`src/hdl/ic_cache_pkg.sv`:
```
package ic_cache_pkg;

	// ========================================================================
	// Cache geometry
	// ========================================================================

	// Fetch address width, one machine word
	localparam int AW = 32;

	// A line holds two 128-bit bus beats
	localparam int LINE_BITS = 256;

	// Byte offset bits inside a line and inside one beat
	localparam int LINE_OFS = 5;
	localparam int BEAT_OFS = 4;

	// ========================================================================
	// Line format
	// ========================================================================

	// Fault code stored alongside each line
	typedef enum logic [1:0] {
		FLT_NONE = 2'd0,
		FLT_TLB  = 2'd1,
		FLT_EXV  = 2'd2,
		FLT_ERR  = 2'd3
	} ic_fault_e;

	// Fault code sits above the data, 258 bits in all
	typedef struct packed {
		ic_fault_e              flt;
		logic [LINE_BITS-1:0]   dat;
	} ic_line_t;

	// No-operation bundle, repeated twice to fill a faulted line
	localparam logic [127:0] NOP_WORD = {8'h1f, 120'h0};

	// ========================================================================
	// Refill controller states
	// ========================================================================

	typedef enum logic [2:0] {
		IDLE      = 3'd0,
		L2_WAIT   = 3'd1,
		L2_PROBE  = 3'd2,
		BUS_ACK   = 3'd3,
		BUS_GAP   = 3'd4,
		FILL_DONE = 3'd5,
		WR_WAIT   = 3'd6
	} ic_state_e;

endpackage

```
`src/hdl/ic_l1_array.sv`:
```
`timescale 1ns/1ps

module ic_l1_array #(
	parameter int AW       = ic_cache_pkg::AW,
	parameter int L1_LINES = 16
) (
	input  logic                   clk,
	input  logic                   rst_i,
	input  logic [AW-1:0]          rd_adr_i,
	output logic                   hit_o,
	output ic_cache_pkg::ic_line_t line_o,
	input  logic [AW-1:0]          wr_adr_i,
	input  logic                   wr_i,
	input  logic                   inv_i,
	input  ic_cache_pkg::ic_line_t wr_line_i
);

	// ========================================================================
	// Direct-mapped geometry
	// ========================================================================

	localparam int IDX_W = $clog2(L1_LINES);
	localparam int TAG_W = AW - ic_cache_pkg::LINE_OFS - IDX_W;

	// Valid bits need reset, tags and lines do not
	logic [L1_LINES-1:0]    valid_q;
	logic [TAG_W-1:0]       tag_mem  [L1_LINES];
	ic_cache_pkg::ic_line_t line_mem [L1_LINES];

	logic [IDX_W-1:0] rd_idx;
	logic [TAG_W-1:0] rd_tag;
	logic [IDX_W-1:0] wr_idx;
	logic [TAG_W-1:0] wr_tag;

	// Index sits just above the line offset, tag takes the rest
	assign rd_idx = rd_adr_i[ic_cache_pkg::LINE_OFS +: IDX_W];
	assign rd_tag = rd_adr_i[AW-1 -: TAG_W];
	assign wr_idx = wr_adr_i[ic_cache_pkg::LINE_OFS +: IDX_W];
	assign wr_tag = wr_adr_i[AW-1 -: TAG_W];

	// ========================================================================
	// Read port, combinational for the fetch address
	// ========================================================================

	assign hit_o  = valid_q[rd_idx] && (tag_mem[rd_idx] == rd_tag);
	assign line_o = line_mem[rd_idx];

	// ========================================================================
	// Write and invalidate
	// ========================================================================

	always_ff @(posedge clk) begin
		if (rst_i) begin
			valid_q <= '0;
		end else if (wr_i) begin
			valid_q[wr_idx] <= 1'b1;
		end else if (inv_i && tag_mem[wr_idx] == wr_tag) begin
			// only drop the line if it still belongs to that address
			valid_q[wr_idx] <= 1'b0;
		end
	end

	always_ff @(posedge clk) begin
		if (wr_i) begin
			tag_mem[wr_idx]  <= wr_tag;
			line_mem[wr_idx] <= wr_line_i;
		end
	end

	// Controller must never write and invalidate on the same cycle
	a_wr_inv: assert property (@(posedge clk) disable iff (rst_i)
		!(wr_i && inv_i));

endmodule

```
`config.mk`:
```
export PLATFORM = sky130hd
export DESIGN_NAME = ic_l1_array
export DESIGN_NICKNAME = d
export VERILOG_FILES = /design/src/hdl/ic_cache_pkg.sv /design/src/hdl/ic_l1_array.sv
export SDC_FILE = /design/constraint.sdc
export NUM_CORES = 2
export LEC_CHECK = 0
export BUFFER_PORTS_ARGS = -buffer_cell sky130_fd_sc_hd__buf_2
export CORE_ASPECT_RATIO = 0.6
export CORE_UTILIZATION = 24
export CTS_BUF_LIST = sky130_fd_sc_hd__clkbuf_8 sky130_fd_sc_hd__clkbuf_16
export DETAILED_ROUTE_END_ITERATION = 16
export PLACE_DENSITY = 0.42
export SYNTH_ARGS = -nofsm -noshare
export SYNTH_HDL_FRONTEND = slang
export SYNTH_MEMORY_MAX_BITS = 65536
export SYNTH_SLANG_ARGS = --single-unit
```
`constraint.sdc`:
```
create_clock -name clk -period 42.1 [get_ports clk]
set_input_delay 2.105 -clock clk [delete_from_list [all_inputs] [get_ports clk]]
set_output_delay 2.105 -clock clk [all_outputs]
set_load 0.02 [all_outputs]
```
Word-level counts from Yosys, hierarchy flattened
Memory sizes are Yosys's and may differ from the RTL's.
Index checks and enable logic that the tools add are counted.

word-level totals
  memories = 2
  logic and storage cells = 23
  memory bits (writable) = 4496
  register bits after elaboration = 16

memory list
  memory    words  width  read ports  clocked after memory_dff  write ports  line               source
  line_mem  16     258    1           0                         1            ic_l1_array.sv:28  ic_cache_pkg::ic_line_t line_mem [L1_LINES];
  tag_mem   16     23     2           0                         1            ic_l1_array.sv:27  logic [TAG_W-1:0] tag_mem [L1_LINES];

operators by class
  $lt $le $gt $ge = 3
  bitwise operators = 3
  reductions and logical operators = 4
  equal/unequal tests = 2
  multiplexer cells = 8

operator list
  operator              number
  $eq A23 B23 Y1        2
  $mux W16              2
  $and A16 B16 Y16      1
  $not A16 Y16          1
  $or A16 B16 Y16       1
  $lt A4 B5 Y1 const B  2
  $bmux W1 S4           1
  $demux W1 S4          1
  $ge A4 B1 Y1 const B  1
  $mux W1               4
  $logic_and A1 B1 Y1   3
  $reduce_bool A2 Y1    1

Depth between registers and ports, before layout
  depth after elaboration = 8
  mapped depth = 13

Worst setup path after synthesis
No wires, ideal clock.

  kind = input to register
  start point = input wr_adr_i[6]
  end point = memory line_mem[0][0] (netlist bit), enable pin
  path buffers = 4
  stages on the path = 7
  setup slack = 10.700 ns
  arrival time = 29.782 ns
  setup time = 1.618 ns
  cell sequence = buf_2 -> buf_2 -> inv_1 -> buf_2 -> buf_4 -> nand2_1 -> nor4_1

RTL lines
  what             line               source
  start, declared  ic_l1_array.sv:12  input logic [AW-1:0] wr_adr_i,
  end, declared    ic_l1_array.sv:28

Straight into the memory's write port.

==> results by group <==
Global routing
  • Initial antenna violation count: 147
  • GRT Util Overall: 12.84%
  • First-pass GRT wire length: 666500 um
  • Largest net degree at the start of global routing: 121
  • Number of global-route vias before repair: 82760
  • Remaining global-route overflow: 0

Synth
  • Synth async-reset ratio: 0%
  • Synth top cells by count: edfxtp_1, mux4_2, clkbuf_1
  • EDFF count, synth: 4496
  • Yosys reg bits: 4512
  • Synth warnings: 0
  • Sequential area share after synthesis: 78.27%
  • Mapped Nets: 7093
  • Post-synthesis cell count: 6767
  • Mapped Area: 172900 um^2
  • Ys flop type: edfxtp_1
  • Most common cell in the netlist: edfxtp_1
  • Mean Syn Cell Area: 25.55 um^2
  • Area contributors post-synth: edfxtp_1, mux4_2, mux2i_1
  • Biggest area consumer among synthesized cells: edfxtp_1
  • Share of the synthesized area in the top cell type: 78.08%
  • Number of distinct library cells after synthesis: 58

STA
  • Min Hold Slack: 0.5024 ns
  • Worst slew pin tran: 1.280 ns
  • FMAX: 0.08713 GHz
  • Min Tclk post-route: 11.48 ns
  • RSZ-0062 raised after global routing: false
  • Skew final: 0.08001 ns
  • Fin. Hold Viols: 0
  • Slew headroom: 13.93%
  • Final setup fails: 0
  • TNS Setup: 0 ns
  • Final Slew Violations: 0
  • Fin crit share: 27.26%

Layout
  • FF+latch area: 135300 um^2
  • Area Growth Syn to Fin: 16.94%
  • Layout Nets: 7960
  • Fill cell total of the finished layout: 69783
  • Area of the multi-input gates: 36070 um^2
  • Layout cells sized above 1: 35.94%
  • Post-route insts no fill: 17604

Clock tree
  • H-Tree Level Count: 5
  • # resized after CTS: 0
  • TritonCTS clock tree: yes
  • CTS Buf Count: 453
  • Worst-path clk slew: 0.06 ns
  • Clock Tree Root: clkbuf_16
  • CTS Sinks: 4512
  • Clock buffer depth: 5
  • CTS Hold Buffers Added: 0
  • Setup Buffers After CTS: 0
  • Clock Latency Late Sink: 1.05 ns

Setup path
  • Req. time, crit path: 39.99 ns
  • Internal reg-to-reg setup slack: 38.50 ns
  • WP data arrival: 9.37 ns
  • CP Class: input port to output pin
  • Crit path launch type: input port
  • Crit-path max FO: 120
  • Crit path capture type: output pin
  • Depth of the most critical reg-to-reg path: 7
  • Reg2reg start: tag_mem[3][4]

Detailed routing
  • Initial DRC count: 6981
  • Via/cell ratio: 4.427
  • Drt total wl: 474900 um
  • Routed vias: 77941
  • DR pass1 iterations: 6
  • Routed WL per cell: 26.98 um
  • Post-route ant nets: 0
  • Residual DRC: 0

Place
  • Inst Count DP: 16777
  • Post-DP HPWL: 253400 um
  • RePlAce Congestion: 0.7029
  • Port bufs: 574

Power and ir drop
  • Sw power: 2.107 mW
  • Maximum VDD drop: 37.39 uV
  • Power Density: 47.07 nW/um^2
  • Pleak: 61.85 nW
  • Sequential share of power: 53.1%
  • Share of total power in the clock network: 40.9%
  • Internal power: 7.409 mW
  • Comb pwr share: 6.0%
  • Switching share of power: 22.14%

Hold path
  • Hold crit path type: register to register
  • Worst hold path stage count: 2

Floorplan
  • IO Count: 585
  • Die Y: 659.5 um
  • Die X-Extent: 1098 um
  • Core Area: 718000 um^2
  • Rows: 241
  • Starting Density: 24.08%
  • Die footprint: 723900 um^2

Run status
  • Outcome: complete, no violations

Run
  • Max capacitance violation total: 0
[cell usage in the layout (no fill, tap or decap), types with 30 or more instances in the layout]
cell	Yosys	routed
buf_2	66	568
mux2i_1	88	88
clkinv_1	1	103
mux4_2	1445	1445
clkinv_2	0	92
inv_1	10	91
buf_4	9	177
bufinv_16	0	30
nor2b_1	44	44
a21oi_1	43	43
a211oi_1	40	40
nor2_1	38	30
edfxtp_1	4496	4496
clkbuf_16	0	457
[metal layers]
metal | part of all wire, % | wire length, um | vias to the layer above | global-route usage [%]
met1 | 46 | 216800 | 43397 | 18.08
met2 | 47 | 222300 | 2093 | 20.53
met4 | 2.0 | 9380 | 58 | 2.631
li1 | - | - | 31617 | -
met5 | 0.086 | 407 | - | 0
met3 | 5.5 | 26050 | 776 | 2.742
[stage by stage]
stage	area [um^2]	utilization [%]	power (mW)	worst slack [ns]
after floorplan	172900	-	5.511	10.70
after global placement	188200	26.21	5.722	30.30
after detailed placement	188200	26.21	5.738	30.28
after CTS	202100	28.15	9.664	30.28
after global routing	202100	28.15	9.846	29.82
final	202200	28.16	9.517	30.62
[how the worst max path moves through the flow]
stage                            from             end  slack [ns]  depth (start not counted)
after floorplan           wr_adr_i[6]  line_mem[0][0]       10.70                          7
after global placement    rd_adr_i[5]     line_o[130]       30.30                         11
after global routing      rd_adr_i[5]     line_o[130]       29.82                         11
after detailed placement  rd_adr_i[5]     line_o[130]       30.28                         11
after CTS                 rd_adr_i[5]     line_o[130]       30.28                         11
final                     rd_adr_i[6]      line_o[36]       30.62                         11
[critical path, stage by stage]
cell,delay [ns]
buf_8,0.36
buf_4,0.63
buf_4,0.73
buf_4,0.66
buf_4,0.75
buf_12,0.66
buf_4,0.92
buf_4,0.80
mux4_2,0.50
mux4_2,0.49
buf_2,0.19
[registers in the layout (all words and copies together), names as in the netlist, named ones only]
signal,cells
line_mem,4128
tag_mem,368
[final cells by class]
class	instances	area share, %
diodes	25	0.03094
repair buffers	774	2.339
multi-input cells	1881	17.84
clock buffers	461	5.683
well taps	9598	5.939
flip-flops and latches	4512	66.93
inverters	12	0.02228
clock inverters	341	1.215
[power groups by stage]
stage	clock, mW	sequential, mW	combinational (mW)
after floorplan	0	5.18	0.334
after global routing	4.17	5.06	0.613
after CTS	4.02	5.05	0.589
after global placement	0	5.14	0.579
after detailed placement	0	5.15	0.588
final	3.89	5.05	0.572
[logic make-up after synthesis]
logic type	share of synthesized area [%]
buffers and inverters	0.9284
AOI/OAI and AO/OA	0.5731
and+or+nand+nor	0.4856
muxes	19.49
DFF	78.27
xor gates and xnor gates	0.2482
(Power assumes the default switching activity.)
