--- src/hdl/ic_cache_pkg.sv ---
package ic_cache_pkg;

	// ========================================================================
	// Cache geometry
	// ========================================================================

	// Fetch address width, one machine word
	localparam int AW = 32;

	// A line holds two 128-bit bus beats
	localparam int LINE_BITS = 256;

	// Byte offset bits inside a line and inside one beat
	localparam int LINE_OFS = 5;
	localparam int BEAT_OFS = 4;

	// ========================================================================
	// Line format
	// ========================================================================

	// Fault code stored alongside each line
	typedef enum logic [1:0] {
		FLT_NONE = 2'd0,
		FLT_TLB  = 2'd1,
		FLT_EXV  = 2'd2,
		FLT_ERR  = 2'd3
	} ic_fault_e;

	// Fault code sits above the data, 258 bits in all
	typedef struct packed {
		ic_fault_e              flt;
		logic [LINE_BITS-1:0]   dat;
	} ic_line_t;

	// No-operation bundle, repeated twice to fill a faulted line
	localparam logic [127:0] NOP_WORD = {8'h1f, 120'h0};

	// ========================================================================
	// Refill controller states
	// ========================================================================

	typedef enum logic [2:0] {
		IDLE      = 3'd0,
		L2_WAIT   = 3'd1,
		L2_PROBE  = 3'd2,
		BUS_ACK   = 3'd3,
		BUS_GAP   = 3'd4,
		FILL_DONE = 3'd5,
		WR_WAIT   = 3'd6
	} ic_state_e;

endpackage

--- src/hdl/ic_bus_pkg.sv ---
package ic_bus_pkg;

	// ========================================================================
	// Wishbone-style burst bus
	// ========================================================================

	// Width of one data beat
	localparam int BEAT_BITS = 128;

	// Cycle type identifier
	// Classic when idle, incrementing burst, end of burst on the last beat
	typedef enum logic [2:0] {
		CTI_CLASSIC = 3'd0,
		CTI_INCR    = 3'd1,
		CTI_END     = 3'd7
	} bus_cti_e;

	// Master side of the bus
	typedef struct packed {
		logic                       cyc;
		logic                       stb;
		// Instruction cache line load
		logic                       icl;
		bus_cti_e                   cti;
		logic [1:0]                 bte;
		logic [15:0]                sel;
		logic [ic_cache_pkg::AW-1:0] adr;
	} bus_req_t;

	// Slave side of the bus
	// Any of ack, err, tlbmiss or exv terminates a beat
	typedef struct packed {
		logic                   ack;
		logic                   err;
		logic                   tlbmiss;
		logic                   exv;
		logic [BEAT_BITS-1:0]   dat;
	} bus_rsp_t;

endpackage

--- src/hdl/ic_fill_ctrl.sv ---
`timescale 1ns/1ps

module ic_fill_ctrl #(
	parameter int AW        = ic_cache_pkg::AW,
	parameter int L2_RD_LAT = 3,
	parameter int L1_WR_LAT = 3
) (
	input  logic                   clk,
	input  logic                   rst_i,
	input  logic [AW-1:0]          ip_i,
	input  logic                   l1_hit_i,
	input  logic                   inv_i,
	input  logic [AW-1:0]          inv_adr_i,
	input  logic                   l2_hit_i,
	input  ic_cache_pkg::ic_line_t l2_line_i,
	input  logic                   bus_gnt_i,
	input  logic                   bok_i,
	input  ic_bus_pkg::bus_rsp_t   bus_rsp_i,
	output ic_bus_pkg::bus_req_t   bus_req_o,
	output logic [AW-1:0]          l1_adr_o,
	output ic_cache_pkg::ic_line_t l1_line_o,
	output logic                   l1_wr_o,
	output logic                   l1_inv_o,
	output logic [AW-1:0]          l2_adr_o,
	output logic                   l2_ld_o,
	output logic                   l2_beat_o,
	output logic [31:0]            fill_cnt_o
);

	localparam int LO = ic_cache_pkg::LINE_OFS;
	localparam int BO = ic_cache_pkg::BEAT_OFS;

	ic_cache_pkg::ic_state_e state_q;
	// Previous state, tells the first L2_PROBE cycle apart
	ic_cache_pkg::ic_state_e prev_q;
	logic [7:0]              cnt_q;
	logic                    beat_q;
	ic_bus_pkg::bus_req_t    req_q;
	logic [AW-1:0]           l1_adr_q;
	logic [AW-1:0]           l2_adr_q;
	ic_cache_pkg::ic_line_t  l1_line_q;
	logic                    l1_wr_q;
	logic                    l1_inv_q;
	logic                    l2_ld_q;
	logic                    inv_pend_q;
	logic [AW-1:0]           inv_adr_q;
	logic [31:0]             fill_cnt_q;

	// Beat termination and fault flags
	logic rsp_any;
	logic flt_any;

	// Clear the byte offset to get the line address
	function automatic logic [AW-1:0] line_base(input logic [AW-1:0] adr);
		return {adr[AW-1:LO], {LO{1'b0}}};
	endfunction

	// Fault line, NOP bundles tagged with the fault code
	function automatic ic_cache_pkg::ic_line_t fault_line(input ic_cache_pkg::ic_fault_e code);
		ic_cache_pkg::ic_line_t l;
		l.flt = code;
		l.dat = {2{ic_cache_pkg::NOP_WORD}};
		return l;
	endfunction

	assign rsp_any = bus_rsp_i.ack | bus_rsp_i.err | bus_rsp_i.tlbmiss | bus_rsp_i.exv;
	assign flt_any = bus_rsp_i.err | bus_rsp_i.tlbmiss | bus_rsp_i.exv;

	// ========================================================================
	// Refill state machine
	// ========================================================================

	always_ff @(posedge clk) begin
		if (rst_i) begin
			state_q    <= ic_cache_pkg::IDLE;
			prev_q     <= ic_cache_pkg::IDLE;
			cnt_q      <= '0;
			beat_q     <= 1'b0;
			req_q      <= '0;
			l1_wr_q    <= 1'b0;
			l1_inv_q   <= 1'b0;
			l2_ld_q    <= 1'b0;
			inv_pend_q <= 1'b0;
			fill_cnt_q <= '0;
		end else begin
			// Write and invalidate are single-cycle pulses
			l1_wr_q  <= 1'b0;
			l1_inv_q <= 1'b0;
			prev_q   <= state_q;
			case (state_q)
			ic_cache_pkg::IDLE: begin
				cnt_q <= '0;
				// Pending invalidate goes ahead of any miss
				if (inv_pend_q) begin
					l1_adr_q   <= line_base(inv_adr_q);
					l1_inv_q   <= 1'b1;
					inv_pend_q <= 1'b0;
				end else if (!l1_hit_i) begin
					l1_adr_q <= line_base(ip_i);
					l2_adr_q <= line_base(ip_i);
					state_q  <= ic_cache_pkg::L2_WAIT;
				end
			end
			// Let the L2 read settle, L2_RD_LAT+1 cycles
			ic_cache_pkg::L2_WAIT: begin
				cnt_q <= cnt_q + 8'd1;
				if (cnt_q == 8'(L2_RD_LAT)) begin
					cnt_q   <= '0;
					state_q <= ic_cache_pkg::L2_PROBE;
				end
			end
			// Hit only counts on the first probe cycle
			// a later hit would come from our own bus fill
			ic_cache_pkg::L2_PROBE: begin
				if (l2_hit_i && prev_q == ic_cache_pkg::L2_WAIT) begin
					l1_line_q <= l2_line_i;
					l1_wr_q   <= 1'b1;
					cnt_q     <= '0;
					state_q   <= ic_cache_pkg::WR_WAIT;
				end else if (bus_gnt_i) begin
					req_q.cyc <= 1'b1;
					req_q.stb <= 1'b1;
					req_q.icl <= 1'b1;
					req_q.cti <= ic_bus_pkg::CTI_INCR;
					req_q.bte <= 2'b00;
					req_q.sel <= 16'hffff;
					req_q.adr <= l1_adr_q;
					beat_q    <= 1'b0;
					l2_ld_q   <= 1'b1;
					state_q   <= ic_cache_pkg::BUS_ACK;
				end
			end
			ic_cache_pkg::BUS_ACK: begin
				if (rsp_any) begin
					// Fault priority is tlb miss, then execute violation, then error
					if (bus_rsp_i.tlbmiss) begin
						l1_line_q <= fault_line(ic_cache_pkg::FLT_TLB);
					end else if (bus_rsp_i.exv) begin
						l1_line_q <= fault_line(ic_cache_pkg::FLT_EXV);
					end else if (bus_rsp_i.err) begin
						l1_line_q <= fault_line(ic_cache_pkg::FLT_ERR);
					end else if (!beat_q) begin
						l1_line_q.dat[127:0] <= bus_rsp_i.dat;
						l1_line_q.flt        <= ic_cache_pkg::FLT_NONE;
					end else begin
						l1_line_q.dat[255:128] <= bus_rsp_i.dat;
						l1_line_q.flt          <= ic_cache_pkg::FLT_NONE;
					end
					beat_q <= 1'b1;
					// Last beat or a fault closes the cycle
					if (flt_any || beat_q) begin
						req_q.cyc <= 1'b0;
						req_q.stb <= 1'b0;
						req_q.icl <= 1'b0;
						req_q.cti <= ic_bus_pkg::CTI_CLASSIC;
						req_q.sel <= 16'h0000;
						l2_ld_q   <= 1'b0;
						state_q   <= ic_cache_pkg::FILL_DONE;
					end else begin
						req_q.cti <= ic_bus_pkg::CTI_END;
						// No burst allowed, drop stb and step to the next beat
						if (!bok_i) begin
							req_q.stb         <= 1'b0;
							req_q.adr[AW-1:BO] <= req_q.adr[AW-1:BO] + 1'b1;
							state_q           <= ic_cache_pkg::BUS_GAP;
						end
					end
				end
			end
			// Wait for the slave to release ack before the next strobe
			ic_cache_pkg::BUS_GAP: begin
				if (!bus_rsp_i.ack) begin
					req_q.stb <= 1'b1;
					state_q   <= ic_cache_pkg::BUS_ACK;
				end
			end
			ic_cache_pkg::FILL_DONE: begin
				l1_wr_q    <= 1'b1;
				fill_cnt_q <= fill_cnt_q + 32'd1;
				cnt_q      <= '0;
				state_q    <= ic_cache_pkg::WR_WAIT;
			end
			// L1 write must land before fetch resumes
			ic_cache_pkg::WR_WAIT: begin
				cnt_q <= cnt_q + 8'd1;
				if (cnt_q == 8'(L1_WR_LAT)) begin
					state_q <= ic_cache_pkg::IDLE;
				end
			end
			default: state_q <= ic_cache_pkg::IDLE;
			endcase
			// Latch last, a new request is never lost to the IDLE clear
			if (inv_i) begin
				inv_pend_q <= 1'b1;
				inv_adr_q  <= inv_adr_i;
			end
		end
	end

	assign bus_req_o  = req_q;
	assign l1_adr_o   = l1_adr_q;
	assign l1_line_o  = l1_line_q;
	assign l1_wr_o    = l1_wr_q;
	assign l1_inv_o   = l1_inv_q;
	assign l2_adr_o   = l2_adr_q;
	// L2 captures only clean beats of the fill in progress
	assign l2_ld_o    = l2_ld_q && state_q == ic_cache_pkg::BUS_ACK &&
	                    bus_rsp_i.ack && !flt_any;
	assign l2_beat_o  = beat_q;
	assign fill_cnt_o = fill_cnt_q;

	// ========================================================================
	// Assertions
	// ========================================================================

	// No bus cycle may outlive a refill
	a_idle_no_cyc: assert property (@(posedge clk) disable iff (rst_i)
		state_q == ic_cache_pkg::IDLE |-> !bus_req_o.cyc);

	// L1 sees a single address port, write and invalidate share it
	a_wr_inv_excl: assert property (@(posedge clk) disable iff (rst_i)
		!(l1_wr_o && l1_inv_o));

	a_stb_cyc: assert property (@(posedge clk) disable iff (rst_i)
		bus_req_o.stb |-> bus_req_o.cyc);

endmodule

--- config.mk ---
export PLATFORM = sky130hd
export DESIGN_NAME = ic_fill_ctrl
export DESIGN_NICKNAME = d
export VERILOG_FILES = /design/src/hdl/ic_cache_pkg.sv /design/src/hdl/ic_bus_pkg.sv /design/src/hdl/ic_fill_ctrl.sv
export SDC_FILE = /design/constraint.sdc
export NUM_CORES = 1
export LEC_CHECK = 0
export BUFFER_PORTS_ARGS = -buffer_cell sky130_fd_sc_hd__buf_4
export CAP_MARGIN = 25
export CORE_AREA = 2 2 338 340
export DETAILED_ROUTE_END_ITERATION = 8
export DIE_AREA = 0 0 340 342
export MAX_ROUTING_LAYER = met4
export SKIP_CTS_REPAIR_TIMING = 1
export SLEW_MARGIN = 40
export SYNTH_ARGS = -nofsm -noshare
export SYNTH_HDL_FRONTEND = slang
export SYNTH_SLANG_ARGS = --single-unit
--- constraint.sdc ---
create_clock -name clk -period 10.69 [get_ports clk]
set_input_delay 1.069 -clock clk [delete_from_list [all_inputs] [get_ports clk]]
set_output_delay 1.069 -clock clk [all_outputs]
set_load 0.02 [all_outputs]
==> Word level (Yosys, flattened, before mapping) <==
Cells that the tools add are included.
{ "op_classes": {"bitwise": 9, "reduce_logical": 25, "n_addsub": 3, "n_mux": 53, "eq_ne": 25} }
{ "op_table": {"columns": ["op", "n"], "rows": [
  ["$mux W258", 5],
  ["$pmux W258 S2", 1],
  ["$mux W128", 2],
  ["$mux W56", 2],
  ["$pmux W44 S2", 1],
  ["$mux W32", 2],
  ["$mux W28", 2],
  ["$mux W44", 1],
  ["$mux W3", 11],
  ["$add A32 B1 Y32 const B", 1],
  ["$pmux W8 S4", 1],
  ["$add A28 B1 Y28 const B", 1],
  ["$ne A2 B2 Y1 const B", 12],
  ["$pmux W3 S7", 1],
  ["$mux W16", 1],
  ["$mux W8", 2],
  ["$reduce_and A5 Y1", 3],
  ["$mux W1", 14],
  ["$reduce_and A4 Y1", 3],
  ["$reduce_and A6 Y1", 2],
  ["$ne A5 B5 Y1 const B", 2],
  ["$eq A3 B3 Y1 const B", 3],
  ["$add A8 B1 Y8 const B", 1],
  ["$eq A8 B2 Y1 const B", 1],
  ["21 further kinds", 40]
]} }
{ "totals": {"regBits": 445, "output_inout_bits": 414, "word_cells": 136, "input_bits": 461} }

==> Logic depth before layout (Yosys ltp) <==
{ "depth": {"depth_word": 6, "mapped_depth": 9, "mapped_depth_nobuf": 6} }

==> Worst setup path before layout <==
Ideal clock, no wire load.
{ "synth_path": {"path_kind": "input to register", "start": "input port l2_hit_i", "end": "register l1_line_q (netlist bit l1_line_o[0]) (enable)", "t_required_ns": 10.032, "cell_stages": 5, "arrival_ns": 7.876, "slack_ns": 2.156, "setup_ns": 0.658, "n_path_buf": 1, "path_cell_list": "and4bb_1 > buf_2 > o211ai_1 > o21bai_1 > a21oi_1"} }
{ "synth_via": {"elab_chain_len": 3} }
{ "synth_rtl": {"columns": ["element", "line_no", "source"], "rows": [
  ["start: declaration", "ic_fill_ctrl.sv:14", "input logic l2_hit_i,"],
  ["$logic_and A1 B1 Y1", "ic_fill_ctrl.sv:115", "if (l2_hit_i && prev_q == ic_cache_pkg::L2_WAIT) begin"],
  ["$ne A2 B2 Y1 (no source line)", null, null],
  ["$reduce_and A5 Y1 (no source line)", null, null],
  ["end signal: assignment", "ic_fill_ctrl.sv:116", "l1_line_q <= l2_line_i;"],
  ["end signal: assignment", "ic_fill_ctrl.sv:137", "l1_line_q <= fault_line(ic_cache_pkg::FLT_TLB);"],
  ["end signal: assignment", "ic_fill_ctrl.sv:139", "l1_line_q <= fault_line(ic_cache_pkg::FLT_EXV);"],
  ["end: declaration", "ic_fill_ctrl.sv:41", "ic_cache_pkg::ic_line_t l1_line_q;"]
]} }
Every way passes these cells.
A chain may end at the register's enable or synchronous reset.

==> Final worst setup path <==
{ "layout_path": {"start": "register state_q[1]", "end": "output port l2_ld_o"} }
{ "layout_via": {"elab_chain_len": 4} }
{ "layout_rtl": {"columns": ["element", "line_no", "source"], "rows": [
  ["start: declaration", "ic_fill_ctrl.sv:33", "ic_cache_pkg::ic_state_e state_q;"],
  ["start signal: assignment", "ic_fill_ctrl.sv:75", "state_q <= ic_cache_pkg::IDLE;"],
  ["start signal: assignment", "ic_fill_ctrl.sv:101", "state_q <= ic_cache_pkg::L2_WAIT;"],
  ["start signal: assignment", "ic_fill_ctrl.sv:109", "state_q <= ic_cache_pkg::L2_PROBE;"],
  ["$eq A3 B2 Y1", "ic_fill_ctrl.sv:207", "assign l2_ld_o = l2_ld_q && state_q == ic_cache_pkg::BUS_ACK &&"],
  ["$logic_and A1 B1 Y1 (2 in a row)", "ic_fill_ctrl.sv:207", null],
  ["$logic_and A1 B1 Y1", "ic_fill_ctrl.sv:208", "bus_rsp_i.ack && !flt_any;"],
  ["end: declaration", "ic_fill_ctrl.sv:25", "output logic l2_ld_o,"]
]} }
Every way passes these cells.

==> impl_metrics.py <==
metrics = {
    "synth": {
        "synth.cells.most_frequent": "sky130_fd_sc_hd__edfxtp_1, sky130_fd_sc_hd__a22o_1, sky130_fd_sc_hd__dfxtp_1",
        "mappedNetlistArea_mm2": 0.0178,
        "synth.area.top_cells": "sky130_fd_sc_hd__edfxtp_1, sky130_fd_sc_hd__a22o_1, sky130_fd_sc_hd__dfxtp_1",
        "netlist.top_cell.by_area": "sky130_fd_sc_hd__edfxtp_1",
        "syn_area_per_cell_um2": 13.8,
        "number_of_standard_cells_after_synthesis": 1286,
        "synth_top_area_share_pct": 57.3,
        "synth.lib_cells_used.distinct": 71,
        "proportion_of_synthesized_chip_area_in_sequential_cells_pct": 66.6,
        "number_of_register_bits_inferred_by_synthesis": 421,
        "async_flop_share_pct": 0,
        "synth_warnings": 0,
        "dominantRegCellSynth": "sky130_fd_sc_hd__edfxtp_1",
        "synth_enable_flop_cells": 339,
        "most_repeated_cell_in_the_gate_level_netlist_after_synthesis": "sky130_fd_sc_hd__edfxtp_1",
    },
    "cells_and_area": {
        "fill_cells": 12000,
        "multi_input_comb_area_mm2": 0.00535,
        "nets": 2565,
        "area_growth_pct": 54.9,
        "ff_latch_area_mm2": 0.0118,
        "layout-drive-gt1-share_pct": 46.8,
        "post-route-cell-area_mm2": 0.0275,
    },
    "die": {
        "io-pin-count": 875,
        "die_width_um": 340,
        "dieArea_mm2": 0.116,
        "start_util_pct": 15.7,
        "chipHeight_um": 342,
        "floorplan.core_area_mm2": 0.113,
        "rows": 124,
    },
    "clocking": {
        "root_buffer": "sky130_fd_sc_hd__clkbuf_16",
        "clk_path_buf_depth": 3,
        "cts.htree.levels": 2,
        "tritoncts.num_buffers": 52,
        "clock_sinks": 421,
        "clkLatencyLatePin_ns": 0.63,
        "clock_pin_slew_worst_setup_and_hold_paths_ns": 0.06,
        "cts_tree": "built",
    },
    "detailed_routing": {
        "drt-wirelength-per-cell_um": 27.2,
        "firstDrtPassIters": 5,
        "drt_iter0_markers": 1041,
        "drt-total-wl_um": 100000,
        "detailroute.via_count": 15200,
        "post_route_drc_violation_count": 0,
        "count_of_nets_left_with_antenna_violations_after_detail_routing": 0,
        "detail_route.vias_per_cell": 4.13,
    },
    "sta": {
        "worst_hold_slack_ns": 0.470,
        "timing_hold_violations_final": 0,
        "final-setup-viol-count": 0,
        "post-route-worst-setup-slack_ns": 6.61,
        "final_min_period_over_clock_period_pct": 38.2,
        "fin_crit_ns": 4.08,
        "max-slew-margin-rel_pct": 39.2,
        "timing_worst_slew_pin_value_ns": 0.912,
        "finalSetupTns_ns": 0,
        "final_max_slew_viol_count": 0,
        "finalClockSkew_ns": 0.0252,
        "achievable-frequency_ghz": 0.245,
        "unrepaired_setup_endpoints_after_global_routing": "false",
    },
    "grt": {
        "grt_antenna_before_repair": 58,
        "globalRouteOverflowTotal": 0,
        "maximum_number_of_pins_on_one_net_before_global_route_repair": 150,
        "global_route.usage.total_pct": 16.8,
        "first_global_vias": 14800,
        "grt_first_pass_wirelength_um": 129000,
    },
    "worst_setup_path": {
        "worstSetupPathType": "register to output port",
        "worst-endpoint-arrival_ns": 3.01,
        "worstPathRequired_ns": 9.62,
        "critical_path_peak_fanout": 47,
        "cp-start-kind": "register",
        "worstSetupEndpointType": "output port",
    },
    "power": {
        "power-per-cell-area_mw_per_mm2": 179,
        "power.leakage_nw": 10.7,
        "totalPowerFinal_mw": 4.92,
        "vdd.ir_drop.worst_mv": 0.120,
    },
    "outcome": {
        "status": "finished, final reports clean",
    },
    "placement": {
        "pre_cts_ws_ns": 6.79,
        "detailed_place_hpwl_um": 82100,
        "port_buffers": 848,
        "globalplace.congestion": 0.927,
        "placedInstanceArea_mm2": 0.0257,
    },
    "run": {
        "max_cap_viol_count": 0,
    },
    "worst_hold_path": {
        "holdCritPathClass": "register to register",
    },
}
==> per-stage QoR <==
step | std cells | utilization [%]
after floorplan | 1301 | -
after global placement | 3553 | 22.7
after detailed placement | 3557 | 22.7
after CTS | 3653 | 24.2
after global routing | 3679 | 24.3
final | 3680 | 24.3
==> final cells by class <==
| cell class | count | area share (%) |
|---|---|---|
| antenna | 25 | 0.227 |
| clock buffer | 62 | 5.02 |
| clock inverter | 34 | 1.16 |
| inverter | 13 | 0.177 |
| multi-input combinational | 741 | 19.4 |
| sequential | 421 | 43.0 |
| tap | 1512 | 6.88 |
| timing repair buffer | 872 | 24.1 |
==> logic make-up after synthesis <==
group | after synthesis | synth area share, %
buffers and inverters | 139 | 4.02
multiplexers | 30 | 1.88
adder cells (fa/ha/maj) | 3 | 0.211
other | 1 | 0.0211
AND/OR/NAND/NOR | 275 | 8.24
XOR/XNOR | 35 | 1.73
flip-flops | 421 | 66.6
AO/OA/AOI/OAI | 382 | 17.3
==> critical path, cell delays in order (launching register included) <==
cell and delay [ns]:
sky130_fd_sc_hd__dfxtp_1 0.74, sky130_fd_sc_hd__nand3b_4 0.61, sky130_fd_sc_hd__nor4_4 0.42, sky130_fd_sc_hd__buf_12 0.27, sky130_fd_sc_hd__and3_1 0.20, sky130_fd_sc_hd__buf_4 0.14
==> cells in the final DEF, fill, tap and decap left out, drive strengths merged, types with 5 or more instances in the layout <==
| master | n |
|---|---|
| xor2 | 27 |
| clkbuf | 62 |
| and2 | 16 |
| buf | 872 |
| a32o | 5 |
| mux2 | 27 |
| nor3 | 19 |
| clkinv | 21 |
| o22ai | 9 |
| diode | 25 |
| edfxtp | 339 |
| a21o | 6 |
| nor4 | 8 |
| nor2 | 75 |
| nand2b | 5 |
| conb | 16 |
| inv | 18 |
| nand4 | 26 |
| a22o | 249 |
| nand3b | 5 |
| nand3 | 29 |
| a31oi | 12 |
| a21oi | 33 |
| and3 | 8 |
| nand2 | 58 |
| dfxtp | 82 |
| o21ai | 22 |
| o22a | 10 |
| xnor2 | 8 |
==> state kept, by name, summed over array words and instances (netlist names) <==
register    count
l2_beat_o       1
l1_inv_o        1
l1_line_o     258
inv_pend_q      1
state_q         3
fill_cnt_o     32
inv_adr_q      27
l2_adr_o       27
prev_q          3
l1_adr_o       27
cnt_q           8
l1_wr_o         1
bus_req_o      32
==> worst paths after layout <==
kind,startpoint,to,slack (ns),cells after the start
worst min register to register,bus_req_o[50],bus_req_o[50],0.47,2
worst min-delay path,bus_req_o[50],bus_req_o[50],0.47,2
worst max-delay path,state_q[1],l2_ld_o,6.61,5
worst max register to register,state_q[1],l1_line_o[230],6.89,6
==> per-layer routing <==
metal,GRT usage (%),vias to the layer above,wire [um]
met5,-,-,0
met4,5.79,0,3270
met3,6.44,160,11100
met2,28.5,932,50000
met1,17.9,7408,35700
li1,-,6707,-
==> report_power, final <==
part	switching, mW	internal, mW
Combinational	0.613	0.459
Clock	0.763	1.02
Sequential	0.0937	1.96
Total	1.47	3.45
(Power assumes the default switching activity.)
